==> src/rtl/decodeCfg.svh <==
`ifndef DECODE_CFG_SVH
`define DECODE_CFG_SVH

////////////////////////////////////////////////////////////
// datapath widths
////////////////////////////////////////////////////////////

// one instruction word
`define INSTR_WIDTH 32

// full 64-bit effective address
`define ADDR_WIDTH 64

// index into the 32 GPRs
`define REG_WIDTH 5

////////////////////////////////////////////////////////////
// buffering
////////////////////////////////////////////////////////////

// ring entries in the instruction queue
// the queue output register holds one more word on top of these
`define QUEUE_DEPTH 4

`endif

==> src/rtl/decodePkg.sv <==
`default_nettype none

`include "decodeCfg.svh"

package decodePkg;

	////////////////////////////////////////////////////////////
	// vector types, bit 0 is the msb throughout
	////////////////////////////////////////////////////////////
	typedef logic [0:`INSTR_WIDTH-1] instrT;
	typedef logic [0:`ADDR_WIDTH-1] addrT;
	typedef logic [0:`REG_WIDTH-1] regIdxT;
	typedef logic [0:63] immT;
	typedef logic [0:5] opcodeT;
	typedef logic [0:9] xOpcodeT;

	typedef enum logic [2:0]
	{
		INVALID,
		D,
		DS,
		X,
		XO,
		MD
	} formatT;

	// primary opcodes
	localparam opcodeT OP_ADDI = 6'd14;
	localparam opcodeT OP_ADDIS = 6'd15;
	localparam opcodeT OP_ORI = 6'd24;
	localparam opcodeT OP_LD = 6'd58;
	localparam opcodeT OP_RLDICL = 6'd30;
	localparam opcodeT OP_X = 6'd31;

	// extended opcodes under 31 that belong to XO
	localparam xOpcodeT XOP_ADD = 10'd266;
	localparam xOpcodeT XOP_SUBF = 10'd40;

	////////////////////////////////////////////////////////////
	// pipeline payloads
	////////////////////////////////////////////////////////////
	typedef struct packed
	{
		instrT instr;
		addrT addr;
	} fetchedT;

	typedef struct packed
	{
		formatT format;
		opcodeT opcode;
		xOpcodeT xOpcode;
		logic xOpcodeEnable;
		regIdxT reg1;
		regIdxT reg2;
		regIdxT reg3;
		logic reg1Enable;
		logic reg2Enable;
		logic reg3Enable;
		logic reg3IsImmediate;
		logic reg2ValOrZero;
		immT imm;
		logic immEnable;
		addrT addr;
	} decodedT;

	// raw per-format fields between the two decode stages
	typedef struct packed
	{
		logic dMatch;
		regIdxT dReg1;
		regIdxT dReg2;
		logic [0:15] dImm;
		logic dSigned;
		logic dShift;
		logic dReg2ValOrZero;
		logic dsMatch;
		regIdxT dsReg1;
		regIdxT dsReg2;
		logic [0:13] dsImm;
		logic xMatch;
		regIdxT xReg1;
		regIdxT xReg2;
		regIdxT xReg3;
		xOpcodeT xXop;
		logic xoMatch;
		regIdxT xoReg1;
		regIdxT xoReg2;
		regIdxT xoReg3;
		logic [0:8] xoXop;
		logic mdMatch;
		regIdxT mdReg1;
		regIdxT mdReg2;
		logic [0:5] mdShift;
		opcodeT opcode;
		addrT addr;
	} stageOneT;

endpackage

`default_nettype wire

==> src/rtl/fetchUnit.sv <==
`default_nettype none

module fetchUnit
(
	input wire logic clock_i,
	input wire logic rstN_i,
	// incoming words
	input wire logic fetchValid_i,
	output logic fetchReady_o,
	input wire decodePkg::instrT word_i,
	// pc redirect
	input wire logic redirectValid_i,
	input wire decodePkg::addrT redirectAddr_i,
	// towards the queue
	output logic outValid_o,
	input wire logic outReady_i,
	output decodePkg::fetchedT out_o
);

	decodePkg::addrT pc;
	decodePkg::addrT curAddr;
	logic accept;

	// room when the output register is empty or draining
	assign fetchReady_o = !outValid_o || outReady_i;
	assign accept = fetchValid_i && fetchReady_o;

	// a redirect applies to the word taken in the same cycle
	assign curAddr = redirectValid_i ? redirectAddr_i : pc;

	always_ff @(posedge clock_i)
	begin
		if (!rstN_i)
		begin
			pc <= '0;
			outValid_o <= 1'b0;
		end
		else
		begin
			if (accept)
				pc <= curAddr + decodePkg::addrT'(4);
			else if (redirectValid_i)
				pc <= redirectAddr_i;
			if (accept)
				outValid_o <= 1'b1;
			else if (outReady_i)
				outValid_o <= 1'b0;
		end
	end

	// tagged word
	always_ff @(posedge clock_i)
	begin
		if (accept)
		begin
			out_o.instr <= word_i;
			out_o.addr <= curAddr;
		end
	end

endmodule

`default_nettype wire

==> src/rtl/instructionQueue.sv <==
`default_nettype none

`include "decodeCfg.svh"

module instructionQueue
#(
	parameter int DEPTH = `QUEUE_DEPTH
)
(
	input wire logic clock_i,
	input wire logic rstN_i,
	input wire logic inValid_i,
	output logic inReady_o,
	input wire decodePkg::fetchedT in_i,
	output logic outValid_o,
	input wire logic outReady_i,
	output decodePkg::fetchedT out_o
);

	localparam int PTR_WIDTH = (DEPTH > 1) ? $clog2(DEPTH) : 1;
	localparam int COUNT_WIDTH = $clog2(DEPTH + 1);

	decodePkg::fetchedT mem [DEPTH];
	logic [PTR_WIDTH-1:0] wrPtr;
	logic [PTR_WIDTH-1:0] rdPtr;
	logic [COUNT_WIDTH-1:0] count;
	logic push;
	logic pop;

	// move the oldest entry into the output register when it is free
	assign pop = (count != '0) && (!outValid_o || outReady_i);
	// a full ring still takes a word while one leaves
	assign inReady_o = (count != COUNT_WIDTH'(DEPTH)) || pop;
	assign push = inValid_i && inReady_o;

	////////////////////////////////////////////////////////////
	// pointers, occupancy, output valid
	////////////////////////////////////////////////////////////
	always_ff @(posedge clock_i)
	begin
		if (!rstN_i)
		begin
			wrPtr <= '0;
			rdPtr <= '0;
			count <= '0;
			outValid_o <= 1'b0;
		end
		else
		begin
			if (push)
				wrPtr <= (wrPtr == PTR_WIDTH'(DEPTH - 1)) ? '0 : wrPtr + 1'b1;
			if (pop)
				rdPtr <= (rdPtr == PTR_WIDTH'(DEPTH - 1)) ? '0 : rdPtr + 1'b1;
			case ({push, pop})
				2'b10: count <= count + 1'b1;
				2'b01: count <= count - 1'b1;
				default: count <= count;
			endcase
			if (pop)
				outValid_o <= 1'b1;
			else if (outReady_i)
				outValid_o <= 1'b0;
		end
	end

	// storage
	always_ff @(posedge clock_i)
	begin
		if (push)
			mem[wrPtr] <= in_i;
		if (pop)
			out_o <= mem[rdPtr];
	end

endmodule

`default_nettype wire

==> src/rtl/formatDecoders.sv <==
`default_nettype none

module formatDecoders
(
	input wire logic clock_i,
	input wire logic rstN_i,
	input wire logic advance_i,
	input wire decodePkg::fetchedT in_i,
	output decodePkg::stageOneT stageOne_o
);

	decodePkg::opcodeT opcode;
	logic [0:8] xo9;
	logic xoCode;
	decodePkg::stageOneT fields;

	assign opcode = in_i.instr[0:5];
	// XO keeps its opcode in 22..30, bit 21 is OE
	assign xo9 = in_i.instr[22:30];
	assign xoCode = ({1'b0, xo9} == decodePkg::XOP_ADD) ||
		({1'b0, xo9} == decodePkg::XOP_SUBF);

	always_comb
	begin
		////////////////////////////////////////////////////////////
		// D format: rt/rs, ra, 16-bit immediate
		////////////////////////////////////////////////////////////
		fields.dMatch = (opcode == decodePkg::OP_ADDI) ||
			(opcode == decodePkg::OP_ADDIS) ||
			(opcode == decodePkg::OP_ORI);
		fields.dReg1 = in_i.instr[6:10];
		fields.dReg2 = in_i.instr[11:15];
		fields.dImm = in_i.instr[16:31];
		// ori is the only unsigned one here
		fields.dSigned = opcode != decodePkg::OP_ORI;
		fields.dShift = opcode == decodePkg::OP_ADDIS;
		fields.dReg2ValOrZero = (opcode == decodePkg::OP_ADDI) ||
			(opcode == decodePkg::OP_ADDIS);

		// DS format, low two bits are the sub opcode
		fields.dsMatch = opcode == decodePkg::OP_LD;
		fields.dsReg1 = in_i.instr[6:10];
		fields.dsReg2 = in_i.instr[11:15];
		fields.dsImm = in_i.instr[16:29];

		// X format
		fields.xMatch = (opcode == decodePkg::OP_X) && !xoCode;
		fields.xReg1 = in_i.instr[6:10];
		fields.xReg2 = in_i.instr[11:15];
		fields.xReg3 = in_i.instr[16:20];
		fields.xXop = in_i.instr[21:30];

		// XO format
		fields.xoMatch = (opcode == decodePkg::OP_X) && xoCode;
		fields.xoReg1 = in_i.instr[6:10];
		fields.xoReg2 = in_i.instr[11:15];
		fields.xoReg3 = in_i.instr[16:20];
		fields.xoXop = xo9;

		// MD format, sh is split with its msb in bit 30
		fields.mdMatch = opcode == decodePkg::OP_RLDICL;
		fields.mdReg1 = in_i.instr[6:10];
		fields.mdReg2 = in_i.instr[11:15];
		fields.mdShift = {in_i.instr[30], in_i.instr[16:20]};

		// bypass
		fields.opcode = opcode;
		fields.addr = in_i.addr;
	end

	always_ff @(posedge clock_i)
	begin
		if (!rstN_i)
		begin
			stageOne_o.dMatch <= 1'b0;
			stageOne_o.dsMatch <= 1'b0;
			stageOne_o.xMatch <= 1'b0;
			stageOne_o.xoMatch <= 1'b0;
			stageOne_o.mdMatch <= 1'b0;
		end
		else if (advance_i)
			stageOne_o <= fields;
	end

endmodule

`default_nettype wire

==> src/rtl/decodeMux.sv <==
`default_nettype none

module decodeMux
(
	input wire logic clock_i,
	input wire logic rstN_i,
	input wire logic advance_i,
	input wire decodePkg::stageOneT stageOne_i,
	output decodePkg::decodedT dec_o
);

	decodePkg::decodedT result;

	always_comb
	begin
		// nothing enabled unless a format matched
		result = '0;
		result.format = decodePkg::INVALID;
		result.opcode = stageOne_i.opcode;
		result.addr = stageOne_i.addr;

		if (stageOne_i.dMatch)
		begin
			result.format = decodePkg::D;
			result.reg1 = stageOne_i.dReg1;
			result.reg2 = stageOne_i.dReg2;
			result.reg1Enable = 1'b1;
			result.reg2Enable = 1'b1;
			result.reg2ValOrZero = stageOne_i.dReg2ValOrZero;
			result.immEnable = 1'b1;
			// addis, value moved up two bytes before extension
			if (stageOne_i.dShift)
				result.imm = {{32{stageOne_i.dImm[0]}}, stageOne_i.dImm, 16'h0000};
			else if (stageOne_i.dSigned)
				result.imm = {{48{stageOne_i.dImm[0]}}, stageOne_i.dImm};
			else
				result.imm = {48'h0, stageOne_i.dImm};
		end
		else if (stageOne_i.dsMatch)
		begin
			result.format = decodePkg::DS;
			result.reg1 = stageOne_i.dsReg1;
			result.reg2 = stageOne_i.dsReg2;
			result.reg1Enable = 1'b1;
			result.reg2Enable = 1'b1;
			result.reg2ValOrZero = 1'b1;
			result.immEnable = 1'b1;
			// word aligned displacement
			result.imm = {{48{stageOne_i.dsImm[0]}}, stageOne_i.dsImm, 2'b00};
		end
		else if (stageOne_i.xMatch)
		begin
			result.format = decodePkg::X;
			result.reg1 = stageOne_i.xReg1;
			result.reg2 = stageOne_i.xReg2;
			result.reg3 = stageOne_i.xReg3;
			result.reg1Enable = 1'b1;
			result.reg2Enable = 1'b1;
			result.reg3Enable = 1'b1;
			result.xOpcode = stageOne_i.xXop;
			result.xOpcodeEnable = 1'b1;
		end
		else if (stageOne_i.xoMatch)
		begin
			result.format = decodePkg::XO;
			result.reg1 = stageOne_i.xoReg1;
			result.reg2 = stageOne_i.xoReg2;
			result.reg3 = stageOne_i.xoReg3;
			result.reg1Enable = 1'b1;
			result.reg2Enable = 1'b1;
			result.reg3Enable = 1'b1;
			result.xOpcode = {1'b0, stageOne_i.xoXop};
			result.xOpcodeEnable = 1'b1;
		end
		else if (stageOne_i.mdMatch)
		begin
			result.format = decodePkg::MD;
			result.reg1 = stageOne_i.mdReg1;
			result.reg2 = stageOne_i.mdReg2;
			result.reg1Enable = 1'b1;
			result.reg2Enable = 1'b1;
			// shift amount takes the place of a third register
			result.reg3IsImmediate = 1'b1;
			result.immEnable = 1'b1;
			result.imm = {58'h0, stageOne_i.mdShift};
		end
	end

	always_ff @(posedge clock_i)
	begin
		if (!rstN_i)
			dec_o <= '0;
		else if (advance_i)
			dec_o <= result;
	end

endmodule

`default_nettype wire

==> src/rtl/decodeUnit.sv <==
`default_nettype none

module decodeUnit
(
	input wire logic clock_i,
	input wire logic rstN_i,
	input wire logic inValid_i,
	output logic inReady_o,
	input wire decodePkg::fetchedT in_i,
	output logic decValid_o,
	input wire logic decReady_i,
	output decodePkg::decodedT dec_o
);

	logic stageOneValid;
	logic stageTwoValid;
	logic advanceOne;
	logic advanceTwo;
	decodePkg::stageOneT stageOne;

	// stage two loads when empty or handing its item off
	assign advanceTwo = stageOneValid && (!stageTwoValid || decReady_i);
	// stage one refills when empty or moving on, so bubbles close up
	assign inReady_o = !stageOneValid || advanceTwo;
	assign advanceOne = inValid_i && inReady_o;
	assign decValid_o = stageTwoValid;

	always_ff @(posedge clock_i)
	begin
		if (!rstN_i)
		begin
			stageOneValid <= 1'b0;
			stageTwoValid <= 1'b0;
		end
		else
		begin
			if (inReady_o)
				stageOneValid <= inValid_i;
			if (!stageTwoValid || decReady_i)
				stageTwoValid <= stageOneValid;
		end
	end

	formatDecoders i_formatDecoders
	(
		.clock_i(clock_i),
		.rstN_i(rstN_i),
		.advance_i(advanceOne),
		.in_i(in_i),
		.stageOne_o(stageOne)
	);

	decodeMux i_decodeMux
	(
		.clock_i(clock_i),
		.rstN_i(rstN_i),
		.advance_i(advanceTwo),
		.stageOne_i(stageOne),
		.dec_o(dec_o)
	);

endmodule

`default_nettype wire

==> src/rtl/decodeTop.sv <==
`default_nettype none

`include "decodeCfg.svh"

module decodeTop
(
	input wire logic clock_i,
	input wire logic rstN_i,
	input wire logic fetchValid_i,
	output logic fetchReady_o,
	input wire decodePkg::instrT word_i,
	input wire logic redirectValid_i,
	input wire decodePkg::addrT redirectAddr_i,
	output logic decValid_o,
	input wire logic decReady_i,
	output decodePkg::decodedT dec_o
);

	// fetch to queue
	logic fetchedValid;
	logic fetchedReady;
	decodePkg::fetchedT fetched;

	// queue to decode
	logic queuedValid;
	logic queuedReady;
	decodePkg::fetchedT queued;

	fetchUnit i_fetch
	(
		.clock_i(clock_i),
		.rstN_i(rstN_i),
		.fetchValid_i(fetchValid_i),
		.fetchReady_o(fetchReady_o),
		.word_i(word_i),
		.redirectValid_i(redirectValid_i),
		.redirectAddr_i(redirectAddr_i),
		.outValid_o(fetchedValid),
		.outReady_i(fetchedReady),
		.out_o(fetched)
	);

	instructionQueue #(.DEPTH(`QUEUE_DEPTH)) i_queue
	(
		.clock_i(clock_i),
		.rstN_i(rstN_i),
		.inValid_i(fetchedValid),
		.inReady_o(fetchedReady),
		.in_i(fetched),
		.outValid_o(queuedValid),
		.outReady_i(queuedReady),
		.out_o(queued)
	);

	decodeUnit i_decode
	(
		.clock_i(clock_i),
		.rstN_i(rstN_i),
		.inValid_i(queuedValid),
		.inReady_o(queuedReady),
		.in_i(queued),
		.decValid_o(decValid_o),
		.decReady_i(decReady_i),
		.dec_o(dec_o)
	);

endmodule

`default_nettype wire

==> config.mk <==
export PLATFORM = sky130hd
export DESIGN_NAME = decodeTop
export DESIGN_NICKNAME = d
export VERILOG_FILES = /design/src/rtl/decodePkg.sv /design/src/rtl/fetchUnit.sv /design/src/rtl/instructionQueue.sv /design/src/rtl/formatDecoders.sv /design/src/rtl/decodeMux.sv /design/src/rtl/decodeUnit.sv /design/src/rtl/decodeTop.sv
export VERILOG_INCLUDE_DIRS = /design/src /design/src/rtl
export SDC_FILE = /design/constraint.sdc
export NUM_CORES = 1
export LEC_CHECK = 0
export ABC_CLOCK_PERIOD_IN_PS = 8100
export BUFFER_PORTS_ARGS = -buffer_cell sky130_fd_sc_hd__buf_2
export CAP_MARGIN = 10
export CORE_MARGIN = 1.5
export CORE_UTILIZATION = 35
export DETAILED_ROUTE_END_ITERATION = 7
export SYNTH_ARGS = -nofsm -noshare
export SYNTH_HDL_FRONTEND = slang
export SYNTH_HIERARCHICAL = 1
export SYNTH_SLANG_ARGS = --single-unit
==> constraint.sdc <==
create_clock -name clock_i -period 8.1 [get_ports clock_i]
set_clock_uncertainty 0.1 [all_clocks]
set_input_delay 0.405 -clock clock_i [delete_from_list [all_inputs] [get_ports clock_i]]
set_output_delay 0.405 -clock clock_i [all_outputs]
set_load 0.005 [all_outputs]
Yosys cells after proc, flatten, opt, wreduce, memory -nomap -nowiden
Memory sizes are Yosys's and may differ from the RTL's. A register that Yosys moved wholly into a read port is not among the register bits.
Index checks and enable logic that the tools add are counted.

storage, ports and cells
  memories kept = 1
  bits in writable memories = 384
  input port bits = 101
  bits in registers = 488
  output and inout bits = 171
  word-level logic and storage cells = 133
  memory bits (read-only) = 0
  bits in latches = 0

memory list
  memory       words  bits a word  rd ports  clocked after memory_dff  wr ports  RTL line                text
  i_queue.mem  4      96           1         1                         1         instructionQueue.sv:23  decodePkg::fetchedT mem [DEPTH];

cells by class
  reduce and logical (&&, ||, !) cells = 25
  order comparisons = 0
  shift-type cells = 0
  $mul = 0
  bitwise logic cells = 0
  multiplexer cells = 45
  divide/modulo/power cells = 0
  equality and inequality tests = 14
  add/subtract/negate cells = 5

operator list
  operator                 number
  $mux W64                 4
  $mux W66                 1
  $mux W65                 1
  $add A64 B3 Y64 const B  1
  $mux W10                 5
  $mux W29                 1
  $mux W11                 2
  $mux W7                  3
  $eq A6 B5 Y1 const B     3
  $mux W2                  8
  $mux W3                  5
  $mux W5                  3
  $eq A6 B4 Y1 const B     2
  $mux W1                  11
  $eq A9 B6 Y1 const B     1
  $eq A9 B9 Y1 const B     1
  $logic_or A1 B1 Y1       8
  $logic_and A1 B1 Y1      7
  $eq A2 B2 Y1 const B     3
  $eq A6 B6 Y1 const B     1
  $ne A6 B5 Y1 const B     1
  $pmux W3 S2              1
  $reduce_bool A2 Y1       3
  $logic_not A1 Y1         5
  7 further kinds          8

Depth between registers and ports, before layout
Gate-level depths: netlist (run 1).

  depth after elaboration = 10
  gate-level depth with buffers = 15
  gate-level depth less buffers = 10

Hierarchy
Netlist (run 1), hierarchy kept.

by module, submodules not included
  module            sequential area each (sq um)  instances  area an instance (sq um)  cells an instance
  instructionQueue  14,574.0                      1          17,274.1                  659
  fetchUnit         4,184.0                       1          7,355.8                   646
  decodeMux         2,702.6                       1          5,785.5                   625
  formatDecoders    3,072.9                       1          3,946.3                   222
  decodeUnit        40.0                          1          103.8                     9

Least setup slack after synthesis (run 1)
No wires, ideal clock.

  path type = in2reg
  from = input decReady_i
  to = register i_fetch.pc[4]
  path buffers = 0
  cell stages on the path = 7
  library setup time = 87 ps
  arrival time = 5,683 ps
  data required time = 7,913 ps
  slack = 2,230 ps
  cell sequence = nand3b_4 > and2b_1 > nand3_1 > nor2b_1 > nor2_1 > a21oi_1 > nor3b_1

between the ends
  word-level cells in the longest chain between the ends = 9

ends and longest elaborated chain
  what                  RTL line                text
  from (decl)           decodeTop.sv:15         input wire logic decReady_i,
  $logic_or A1 B1 Y1    decodeUnit.sv:22        assign advanceTwo = stageOneValid && (!stageTwoValid || decReady_i);
  $logic_and A1 B1 Y1   decodeUnit.sv:22
  $logic_or A1 B1 Y1    decodeUnit.sv:24        assign inReady_o = !stageOneValid || advanceTwo;
  $logic_or A1 B1 Y1    instructionQueue.sv:31  assign pop = (count != '0) && (!outValid_o || outReady_i);
  $logic_and A1 B1 Y1   instructionQueue.sv:31
  $logic_or A1 B1 Y1    instructionQueue.sv:33  assign inReady_o = (count != COUNT_WIDTH'(DEPTH)) || pop;
  net fetchedReady      decodeTop.sv:21         logic fetchedReady;
  $logic_or A1 B1 Y1    fetchUnit.sv:25         assign fetchReady_o = !outValid_o || outReady_i;
  $logic_and A1 B1 Y1   fetchUnit.sv:26         assign accept = fetchValid_i && fetchReady_o;
  net i_fetch.accept    fetchUnit.sv:22         logic accept;
  $mux W64              fetchUnit.sv:40         if (accept)
  to (signal assigned)  fetchUnit.sv:41         pc <= curAddr + decodePkg::addrT'(4);
  to (signal assigned)  fetchUnit.sv:43         pc <= redirectAddr_i;
  to (decl)             fetchUnit.sv:20         decodePkg::addrT pc;

The timed path passes the listed nets, and every way through them passes these cells.
A chain may end at the register's enable or synchronous reset.

Worst setup path after layout (run 1)
  from = input decReady_i
  to = register i_fetch.pc[54]

between the ends
  word-level cells in the longest chain between the ends = 9

ends and longest elaborated chain
  what                 RTL line                text
  $logic_or A1 B1 Y1   decodeUnit.sv:22
  $logic_and A1 B1 Y1  decodeUnit.sv:22
  $logic_or A1 B1 Y1   decodeUnit.sv:24
  net queuedReady      decodeTop.sv:26         logic queuedReady;
  $logic_or A1 B1 Y1   instructionQueue.sv:31
  $logic_and A1 B1 Y1  instructionQueue.sv:31
  $logic_or A1 B1 Y1   instructionQueue.sv:33
  net fetchedReady     decodeTop.sv:21
  $logic_or A1 B1 Y1   fetchUnit.sv:25
  $logic_and A1 B1 Y1  fetchUnit.sv:26
  $mux W64             fetchUnit.sv:40

The timed path passes the listed nets, and every way through them passes these cells.

==> impl_metrics.toml, run 1 <==
[clock_network]
cts.reportedPaths.clkPinSlew_ns = 0.06
ctsResizeCount = 0
tritoncts.num_buffers = 95
cts.sink_count = 890
clk-insertion-delay-late_ns = 0.68
max-clock-path-buffers = 3
clock_tree.root_cell = "clkbuf_16"
htree_num_levels = 3
clock_tree_from_tritoncts = "built"

[drt]
remaining_drc_errors = 0
met3WireLength_um = 4210
drtIter0Drc = 1587
met2_wirelength_um = 36400
post_drt_via_cell_ratio = 5.00
vias = 18700
m1WireLength_um = 32200
antenna_violating_nets_post_route = 0
highest_layer = "met4"
drt_pre_antenna_iters = 6
routed_wirelength_um = 74600
routedWlPerCell_um = 20.0

[floorplan]
row_count = 114
initial_core_util_pct = 35.5
fp.coreArea_um2 = 97100
die-area_um2 = 100000
dieHeight_um = 317
die-width_um = 317
num_io_pins = 272

[worst_setup_path]
r2r-end = "i_fetch/pc[54]"
crit_path_cell_trace = "dlygate4sd3_1, buf_2, nand3b_4, and2b_1, nand3_1, nor2b_1, a2111oi_4, nand2_1, nor4_2, and4_1, nor3_1"
crit_required_ns = 8.51
r2r_cells = 9
startpoint_type = "input port"
timing.critical_path.fanout_max = 12
critical-path-slowest-cell = "nor4_2"
timing.setup.critical_path_class = "input port to flip-flop"
critical_path_arrival_ns = 4.03
critical_path.max_stage_delay_ns = 0.98
endpoint_kind = "flip-flop"
startpoint = "decReady_i"
worstReg2RegStart = "i_decode/stageOneValid"
crit_end = "i_fetch/pc[54]"
rrSetupSlack_ns = 4.63

[timing]
timing.setup.tns_ns = 0
final.min_clock_period_ns = 3.62
rsz0062_at_grt = "false"
fin_crit_share_pct = 44.7
setup-violations-final = 0
final_hold_viol_count = 0
slew-limit-headroom_pct = 21.0
final_max_slew_viol_count = 0
worst_slew_pin_slew_ns = 1.18
achievable-frequency_mhz = 276

[run]
maximum_capacitance_violations = 0

[power_and_ir_drop]
comb_power_share_pct = 12.4
ir_drop_uv = 236
power_switching_share_pct = 25.1
power.net_switching_w = 0.00298
p_clk_share_pct = 36.4
pwr-share-seq_pct = 51.2
cell_internal_pwr_w = 0.00889
p_leak_nw = 13.9
power_density_nw_per_um2 = 298

[logic_synthesis]
ys_seq_elements = 890
ys.flop_type = "edfxtp_1"
synthArstFlopShare_pct = 0
yosys_warnings = 6
postSynthAreaPerCell_um2 = 15.9
synthesis.nets = 2269
yosys.cell_types.count = 81
synthesis.instances = 2161
synth_sequential_area_ratio_pct = 71.3
synth_enable_flop_cells = 675
synth_area_um2 = 34500

[hold_path]
holdCritPathClass = "input port to flip-flop"

[placement]
port-buffer-count = 271
hpwlAfterDp_um = 47800
gp_routability_congestion = 0.846

[grt]
first_global_vias = 18500
global_route.usage.total_pct = 14.7
grt_antenna_before_repair = 5
grt_pass1_wl_um = 112000
grt-ovfl-total = 0
grt_max_degree = 97

[outcome]
run_status = "completed"

[finish]
final_util_pct = 41.1
design.final.nets = 2484
layout-drive-gt1-share_pct = 24.7
area.growth.synth_to_final_pct = 15.7
-- power by group through the flow --
stage | Sequential (W) | Clock (W) | Combinational, W
finish | 0.00607 | 0.00432 | 0.00148
global route | 0.00614 | 0.00463 | 0.00163
CTS | 0.00609 | 0.00446 | 0.00152
detailed placement | 0.00618 | 0 | 0.00149
global placement | 0.00615 | 0 | 0.00146
floorplan | 0.00605 | 0 | 0.00121
-- per-layer routing --
layer  GRT usage, %  up-vias
li1               -     8611
met1           19.2     9352
met2           24.9      599
met3           2.75      127
met4           4.34        0
met5              0        -
-- kinds of logic (layout without fill, tap and decap cells) --
group	after synthesis	in the layout	share of synthesized area [%]
AO/OA/AOI/OAI	265	265	5.15
XOR/XNOR	31	31	0.788
adder cells (fa/ha/maj)	7	7	0.276
buffers and inverters	267	563	4.79
flip-flops	890	890	71.3
multiplexers	227	227	10.2
other	0	4	0
AND/OR/NAND/NOR	474	474	7.47
-- cells in the final DEF (no fill, tap or decap), drive strengths merged, types with 8 or more instances in the layout --
master       Yosys  routed
and2            35      35
mux4            96      96
nand2           83      83
a31oi           19      19
clkbuf          46     129
and3             8       8
dlygate4sd3      0      59
a32oi           16      16
o22ai           17      17
nor3b           11      11
xnor2           23      23
o21ai           63      63
nor2b           17      17
a21oi           58      58
xor2             8       8
a22oi           12      12
a21o            12      12
and3b           14      14
nor2           135     135
mux2            42      42
edfxtp         675     675
a211oi          13      13
buf            184     289
nor3            38      38
a221oi          15      15
mux2i           89      89
nand3b          22      22
and4            13      13
nand3           47      47
nand4           20      20
clkinv           0      36
inv             37      40
dfxtp          215     215
-- per-stage QoR --
| step | cell area (µm²) | hold slack (ns) | std cells | worst slack, ns | power (W) |
|---|---|---|---|---|---|
| floorplan | 34500 | 0.300 | 2161 | 2.23 | 0.00726 |
| CTS | 39900 | 0.000568 | 3732 | 4.44 | 0.0121 |
| detailed placement | 36100 | 0.305 | 3495 | 3.91 | 0.00767 |
| finish | 39900 | 0.0580 | 3737 | 4.48 | 0.0119 |
| global placement | 36100 | 0.304 | 3495 | 4.04 | 0.00761 |
| global route | 39900 | 0.0169 | 3733 | 4.22 | 0.0124 |
-- synthesized netlist by cell type, types with 8 or more instances --
cell	n	share of area, %
nand2_1	82	0.89
buf_4	146	3.2
mux2_2	42	1.4
a211oi_1	13	0.28
xnor2_1	23	0.58
a221oi_1	15	0.38
nand4_1	19	0.34
and2_1	35	0.64
and3b_1	14	0.36
a21oi_1	56	0.81
mux2i_1	89	2.6
nor2b_1	16	0.29
clkbuf_1	45	0.49
a32oi_1	16	0.41
and4_1	13	0.33
nor3b_1	9	0.20
and3_1	8	0.15
nand3b_1	19	0.41
mux4_2	96	6.3
o22ai_1	17	0.31
a31oi_1	18	0.33
buf_2	27	0.39
xor2_1	8	0.20
inv_1	35	0.38
dfxtp_1	215	12
nor2_1	135	1.5
a21o_1	12	0.26
edfxtp_1	675	59
nand3_1	47	0.68
nor3_1	37	0.54
o21ai_0	61	0.89
a22oi_1	12	0.26
-- worst min-delay path by stage --
stage / startpoint / slack, ns / endpoint / cells after the start
final: redirectAddr_i[10] / 0.06 / i_fetch/out_o[10] / 2
after global routing: redirectAddr_i[20] / 0.02 / i_fetch/out_o[20] / 2
after CTS: redirectAddr_i[20] / 0.0006 / i_fetch/out_o[20] / 2
after detailed placement: i_queue/out_o[15] / 0.30 / i_decode/i_formatDecoders/stageOne_o[15] / 0
after global placement: i_queue/out_o[76] / 0.30 / i_decode/i_formatDecoders/stageOne_o[178] / 0
after floorplan: i_queue/out_o[0] / 0.30 / i_decode/i_formatDecoders/stageOne_o[0] / 0
-- timing repair --
action / CTS / global route
hold buffers: 59 / 0
buffers inserted: 0 / 0
hold endpoints to repair: 63 / 0
-- cell type report --
cell class	instances	area [µm²]
timing repair buffer	348	2080
antenna	4	10.0
clock inverter	49	569
inverter	37	141
multi-input combinational	1004	8280
tap	1276	1600
sequential	890	24600
fill	8760	57200
clock buffer	129	2630
-- critical path: cells and delay by family --
family          cells  cell delay (ns)
compound gates      1             0.57
buf+inv             2             0.71
simple gates        8             2.33
-- state kept, by name, indices dropped and copies added, names as in the netlist --
register	flops
i_decode/decValid_o	1
i_decode/i_decodeMux/dec_o	135
i_decode/i_formatDecoders/stageOne_o	104
i_decode/stageOneValid	1
i_fetch/outValid_o	1
i_fetch/out_o	96
i_fetch/pc	64
i_queue/count	3
i_queue/mem	384
i_queue/outValid_o	1
i_queue/out_o	96
i_queue/rdPtr	2
i_queue/wrPtr	2
No activity file was read; power rests on OpenSTA's default activity.
==> run 2, diff against run 1 <==
ABC_CLOCK_PERIOD_IN_PS = 3400   (was 8100)
clock period = 3.4 ns   (was 8.1 ns; I/O delays follow)
==> impl_metrics.toml, run 2 (synthesis results as in run 1) <==
[floorplan]
initial_core_util_pct = 35.5
die-width_um = 317
row_count = 114
fp.coreArea_um2 = 97100
die-area_um2 = 100000
dieHeight_um = 317
num_io_pins = 272

[power_and_ir_drop]
post-layout-total-power_w = 0.0278
power_density_nw_per_um2 = 689
p_leak_nw = 14.2
ir_drop_uv = 417

[finish]
design.final.nets = 2550
largest_reg_flops = 384
final_common_cell = "edfxtp_1"
layout_common_cells = "edfxtp_1 (675), buf_2 (270), dfxtp_1 (213)"
layout-drive-gt1-share_pct = 24.7
largest-register = "i_queue/mem"
fillerInstances = 8651
final_cell_count_no_fill = 3802
layout_top_registers = "i_queue/mem (384), i_decode/i_decodeMux/dec_o (135), i_decode/i_formatDecoders/stageOne_o (104)"
post-route-cell-area_um2 = 40400
final_util_pct = 41.6
area.growth.synth_to_final_pct = 17.2

[grt]
grt_pass1_wl_um = 115000
grt_max_degree = 107
grt-ovfl-total = 0
grt_antenna_before_repair = 2
first_global_vias = 19100
global_route.usage.total_pct = 15.0

[worst_setup_path]
startpoint_type = "flip-flop"
timing.setup.critical_path_class = "flip-flop to flip-flop"
rrSetupSlack_ns = 0.12
timing.critical_path.fanout_max = 7
endpoint_kind = "flip-flop"
critical_path_arrival_ns = 3.75
crit_required_ns = 3.86

[run]
maximum_capacitance_violations = 0

[timing]
slew-limit-headroom_pct = 21.2
fin_crit_share_pct = 96.6
final_max_slew_viol_count = 0
final.min_clock_period_ns = 3.28
final_hold_viol_count = 0
achievable-frequency_mhz = 304
worst_slew_pin_slew_ns = 1.18
setup-violations-final = 0
timing.hold.ws_ns = 0.137

[drt]
drtIter0Drc = 1730
post_drt_via_cell_ratio = 5.01
routed_wirelength_um = 75900
routedWlPerCell_um = 20.0
vias = 19000
remaining_drc_errors = 0
antenna_violating_nets_post_route = 0
drt_pre_antenna_iters = 5

[outcome]
run_status = "completed"

[clock_network]
cts.reportedPaths.clkPinSlew_ns = 0.06
tritoncts.num_buffers = 94
clock_tree.root_cell = "clkbuf_16"
clock_tree_from_tritoncts = "built"
cts.sink_count = 890
htree_num_levels = 3
max-clock-path-buffers = 3
clk-insertion-delay-late_ns = 0.69

[placement]
cell_count_post_placement = 3518
hpwlAfterDp_um = 48700
gp_routability_congestion = 0.876
post_dp_cell_area_um2 = 36400
port-buffer-count = 271

[hold_path]
holdCritPathClass = "input port to flip-flop"
## run 2: path summary, 6_finish.rpt
check	from	end	depth (start not counted)
worst min-delay path	word_i[21]	i_fetch/out_o[85]	2
worst min register to register	i_queue/out_o[24]	i_decode/i_formatDecoders/stageOne_o[24]	0
worst max-delay path	i_decode/stageOneValid	i_fetch/pc[42]	10
worst max register to register	i_decode/stageOneValid	i_fetch/pc[42]	10
## run 2: area by class of cell
cell class	count	area (µm²)	area share, %
Multi-Input combinational cell	1004	8280	20.5
Clock buffer	120	2510	6.21
Clock inverter	56	438	1.08
Sequential cell	890	24600	60.8
Inverter	37	141	0.350
Timing Repair Buffer	415	2850	7.04
Tap cell	1276	1600	3.95
Antenna cell	4	10.0	0.0248
## run 2: metrics by stage
step	setup TNS (ns)	worst slack [ns]
detailed placement	0	0.372
CTS	0	0.0749
global placement	0	0.415
floorplan	0	0.0686
global route	-0.00538	-0.00538
finish	0	0.115
## run 2: per-layer routing
metal  routed length, µm  GRT usage [%]  part of all wire [%]
met5                   0              0                     0
met4                1530           4.29                   2.0
met3                4410           2.77                   5.8
met2               37400           25.8                    49
met1               32500           19.5                    43
## run 2: critical path: stages, from the launching register on
cell and delay, ns:
dfxtp_1 0.35, nand3b_4 0.10, and2b_2 0.29, nand3_1 0.11, nor2b_1 0.12, a2111oi_4 0.55, nand4_1 0.24, or3_4 0.48
o211ai_1 0.19, o31ai_1 0.09, dlygate4sd3_1 0.57
## run 2: timing repair
item                       CTS  global route
hold buffers               102             0
setup endpoints to repair    0             1
hold endpoints to repair   169             0
buffers inserted             0             2
resized for setup            0             2
## run 2: report_power, final
group	switching, W	total [W]	leakage, nW	internal, W
clock network	0.00419	0.00968	1.44	0.00549
logic	0.00209	0.00374	4.68	0.00165
registers	0.000778	0.0144	8.04	0.0136
==> run 3, diff against run 2 <==
GPL_TIMING_DRIVEN = 0   (was unset)
==> impl_metrics.toml, run 3 (synthesis results as in run 1) <==
[outcome]
run_status = "completed"

[worst_setup_path]
endpoint_kind = "flip-flop"
startpoint_type = "input port"
timing.critical_path.fanout_max = 19
critical_path_arrival_ns = 3.65
r2r-end = "i_fetch/pc[45]"
worstReg2RegStart = "i_decode/decValid_o"
crit_required_ns = 3.83
rrSetupSlack_ns = 0.18
timing.setup.critical_path_class = "input port to flip-flop"
r2r_cells = 12

[drt]
routedWlPerCell_um = 20.8
remaining_drc_errors = 0
routed_wirelength_um = 83100
post_drt_via_cell_ratio = 4.98
vias = 19900
antenna_violating_nets_post_route = 0
drtIter0Drc = 1500
drt_pre_antenna_iters = 7

[finish]
final_util_pct = 43.4
layout-drive-gt1-share_pct = 28.5
final_common_cell = "edfxtp_1"
post-route-cell-area_um2 = 42100
largest-register = "i_queue/mem"
layout_common_cells = "edfxtp_1 (675), buf_2 (290), dfxtp_1 (215)"
final_cell_count_no_fill = 4000
layout_top_registers = "i_queue/mem (384), i_decode/i_decodeMux/dec_o (135), i_decode/i_formatDecoders/stageOne_o (104)"
design.final.nets = 2752
area.growth.synth_to_final_pct = 22.2
largest_reg_flops = 384

[grt]
first_global_vias = 19900
grt-ovfl-total = 0
grt_pass1_wl_um = 123000
grt_antenna_before_repair = 0
global_route.usage.total_pct = 16.4
grt_max_degree = 60

[timing]
rsz0062_at_grt = "false"
slew-limit-headroom_pct = 15.3
fin_crit_share_pct = 94.8
final.min_clock_period_ns = 3.22
setup-violations-final = 0
final_max_slew_viol_count = 0
final_hold_viol_count = 0
achievable-frequency_mhz = 310
worst_slew_pin_slew_ns = 1.27

[clock_network]
cts.reportedPaths.clkPinSlew_ns = 0.06
clk-insertion-delay-late_ns = 0.67
clock_tree.root_cell = "clkbuf_16"
clock_tree_from_tritoncts = "built"
cts.sink_count = 890
tritoncts.num_buffers = 94
htree_num_levels = 3
max-clock-path-buffers = 3

[placement]
cell_count_post_placement = 3724
gp_routability_congestion = 0.896
port-buffer-count = 270
hpwlAfterDp_um = 58500
post_dp_cell_area_um2 = 37800

[floorplan]
die-width_um = 317
initial_core_util_pct = 35.5
fp.coreArea_um2 = 97100
die-area_um2 = 100000
num_io_pins = 272
dieHeight_um = 317
row_count = 114

[power_and_ir_drop]
power_density_nw_per_um2 = 697
p_leak_nw = 15.2
post-layout-total-power_w = 0.0293
ir_drop_uv = 410

[hold_path]
hold_end = "i_fetch/pc[17]"
hold_path_depth = 5
hold_path_startpoint = "redirectValid_i"
holdCritPathClass = "input port to flip-flop"

[run]
maximum_capacitance_violations = 0
## run 3: through the flow
step | TNS [ns] | setup slack [ns] | hold WS, ns
detailed placement | -34.00 | -1.78 | 0.248
CTS | 0 | 0.0483 | 0.00755
global route | 0 | 0.0574 | 0.0531
finish | 0 | 0.177 | 0.0722
global placement | -339.33 | -1.70 | 0.251
floorplan | 0 | 0.0686 | 0.169
## run 3: per-layer routing
layer  GRT usage (%)  part of all wire (%)
met1            21.0                    42
met2            28.0                    49
met3            3.43                   6.2
met4            4.74                   2.3
met5               0                     0
## run 3: what timing repair did
item | in CTS | in global routing
gates resized for setup | 7 | 2
endpoints found under the hold margin | 169 | 0
pin swaps | 2 | 0
buffers inserted | 2 | 0
hold buffers | 102 | 0
endpoints found under the setup margin | 35 | 14
## run 3: where the power goes
group          internal [W]  switching [W]
Combinational       0.00212        0.00241
Sequential           0.0136       0.000666
Clock               0.00625        0.00427
## run 3: final cells by class
cell class | count | area [µm²]
fill | 8664 | 55000
sequential | 890 | 24600
multi-input combinational | 1004 | 8290
timing repair buffer | 391 | 2780
clock buffer | 121 | 2510
tap | 1276 | 1600
buffer | 226 | 1500
clock inverter | 54 | 718
inverter | 37 | 139
antenna | 1 | 2.50
## run 3: worst max-delay path by stage
stage,endpoint,cells after the start,start
2_1_floorplan,i_fetch/pc[56],14,redirectValid_i
6_report,i_fetch/pc[60],12,redirectValid_i
5_1_grt,i_fetch/pc[45],12,i_decode/decValid_o
4_1_cts,i_fetch/pc[56],14,redirectValid_i
3_5_place_dp,i_fetch/pc[52],14,redirectValid_i
3_3_place_gp,i_fetch/pc[52],14,redirectValid_i
## run 3: worst max-delay path, stage by stage
cell and delay, ns:
buf_6 0.12, buf_6 0.23, buf_4 0.36, buf_4 0.34
mux2_2 0.27, ha_1 0.22, inv_1 0.09, a2111oi_4 0.48
nand3_1 0.36, nor3_2 0.62, and4_1 0.30, nor3_1 0.05
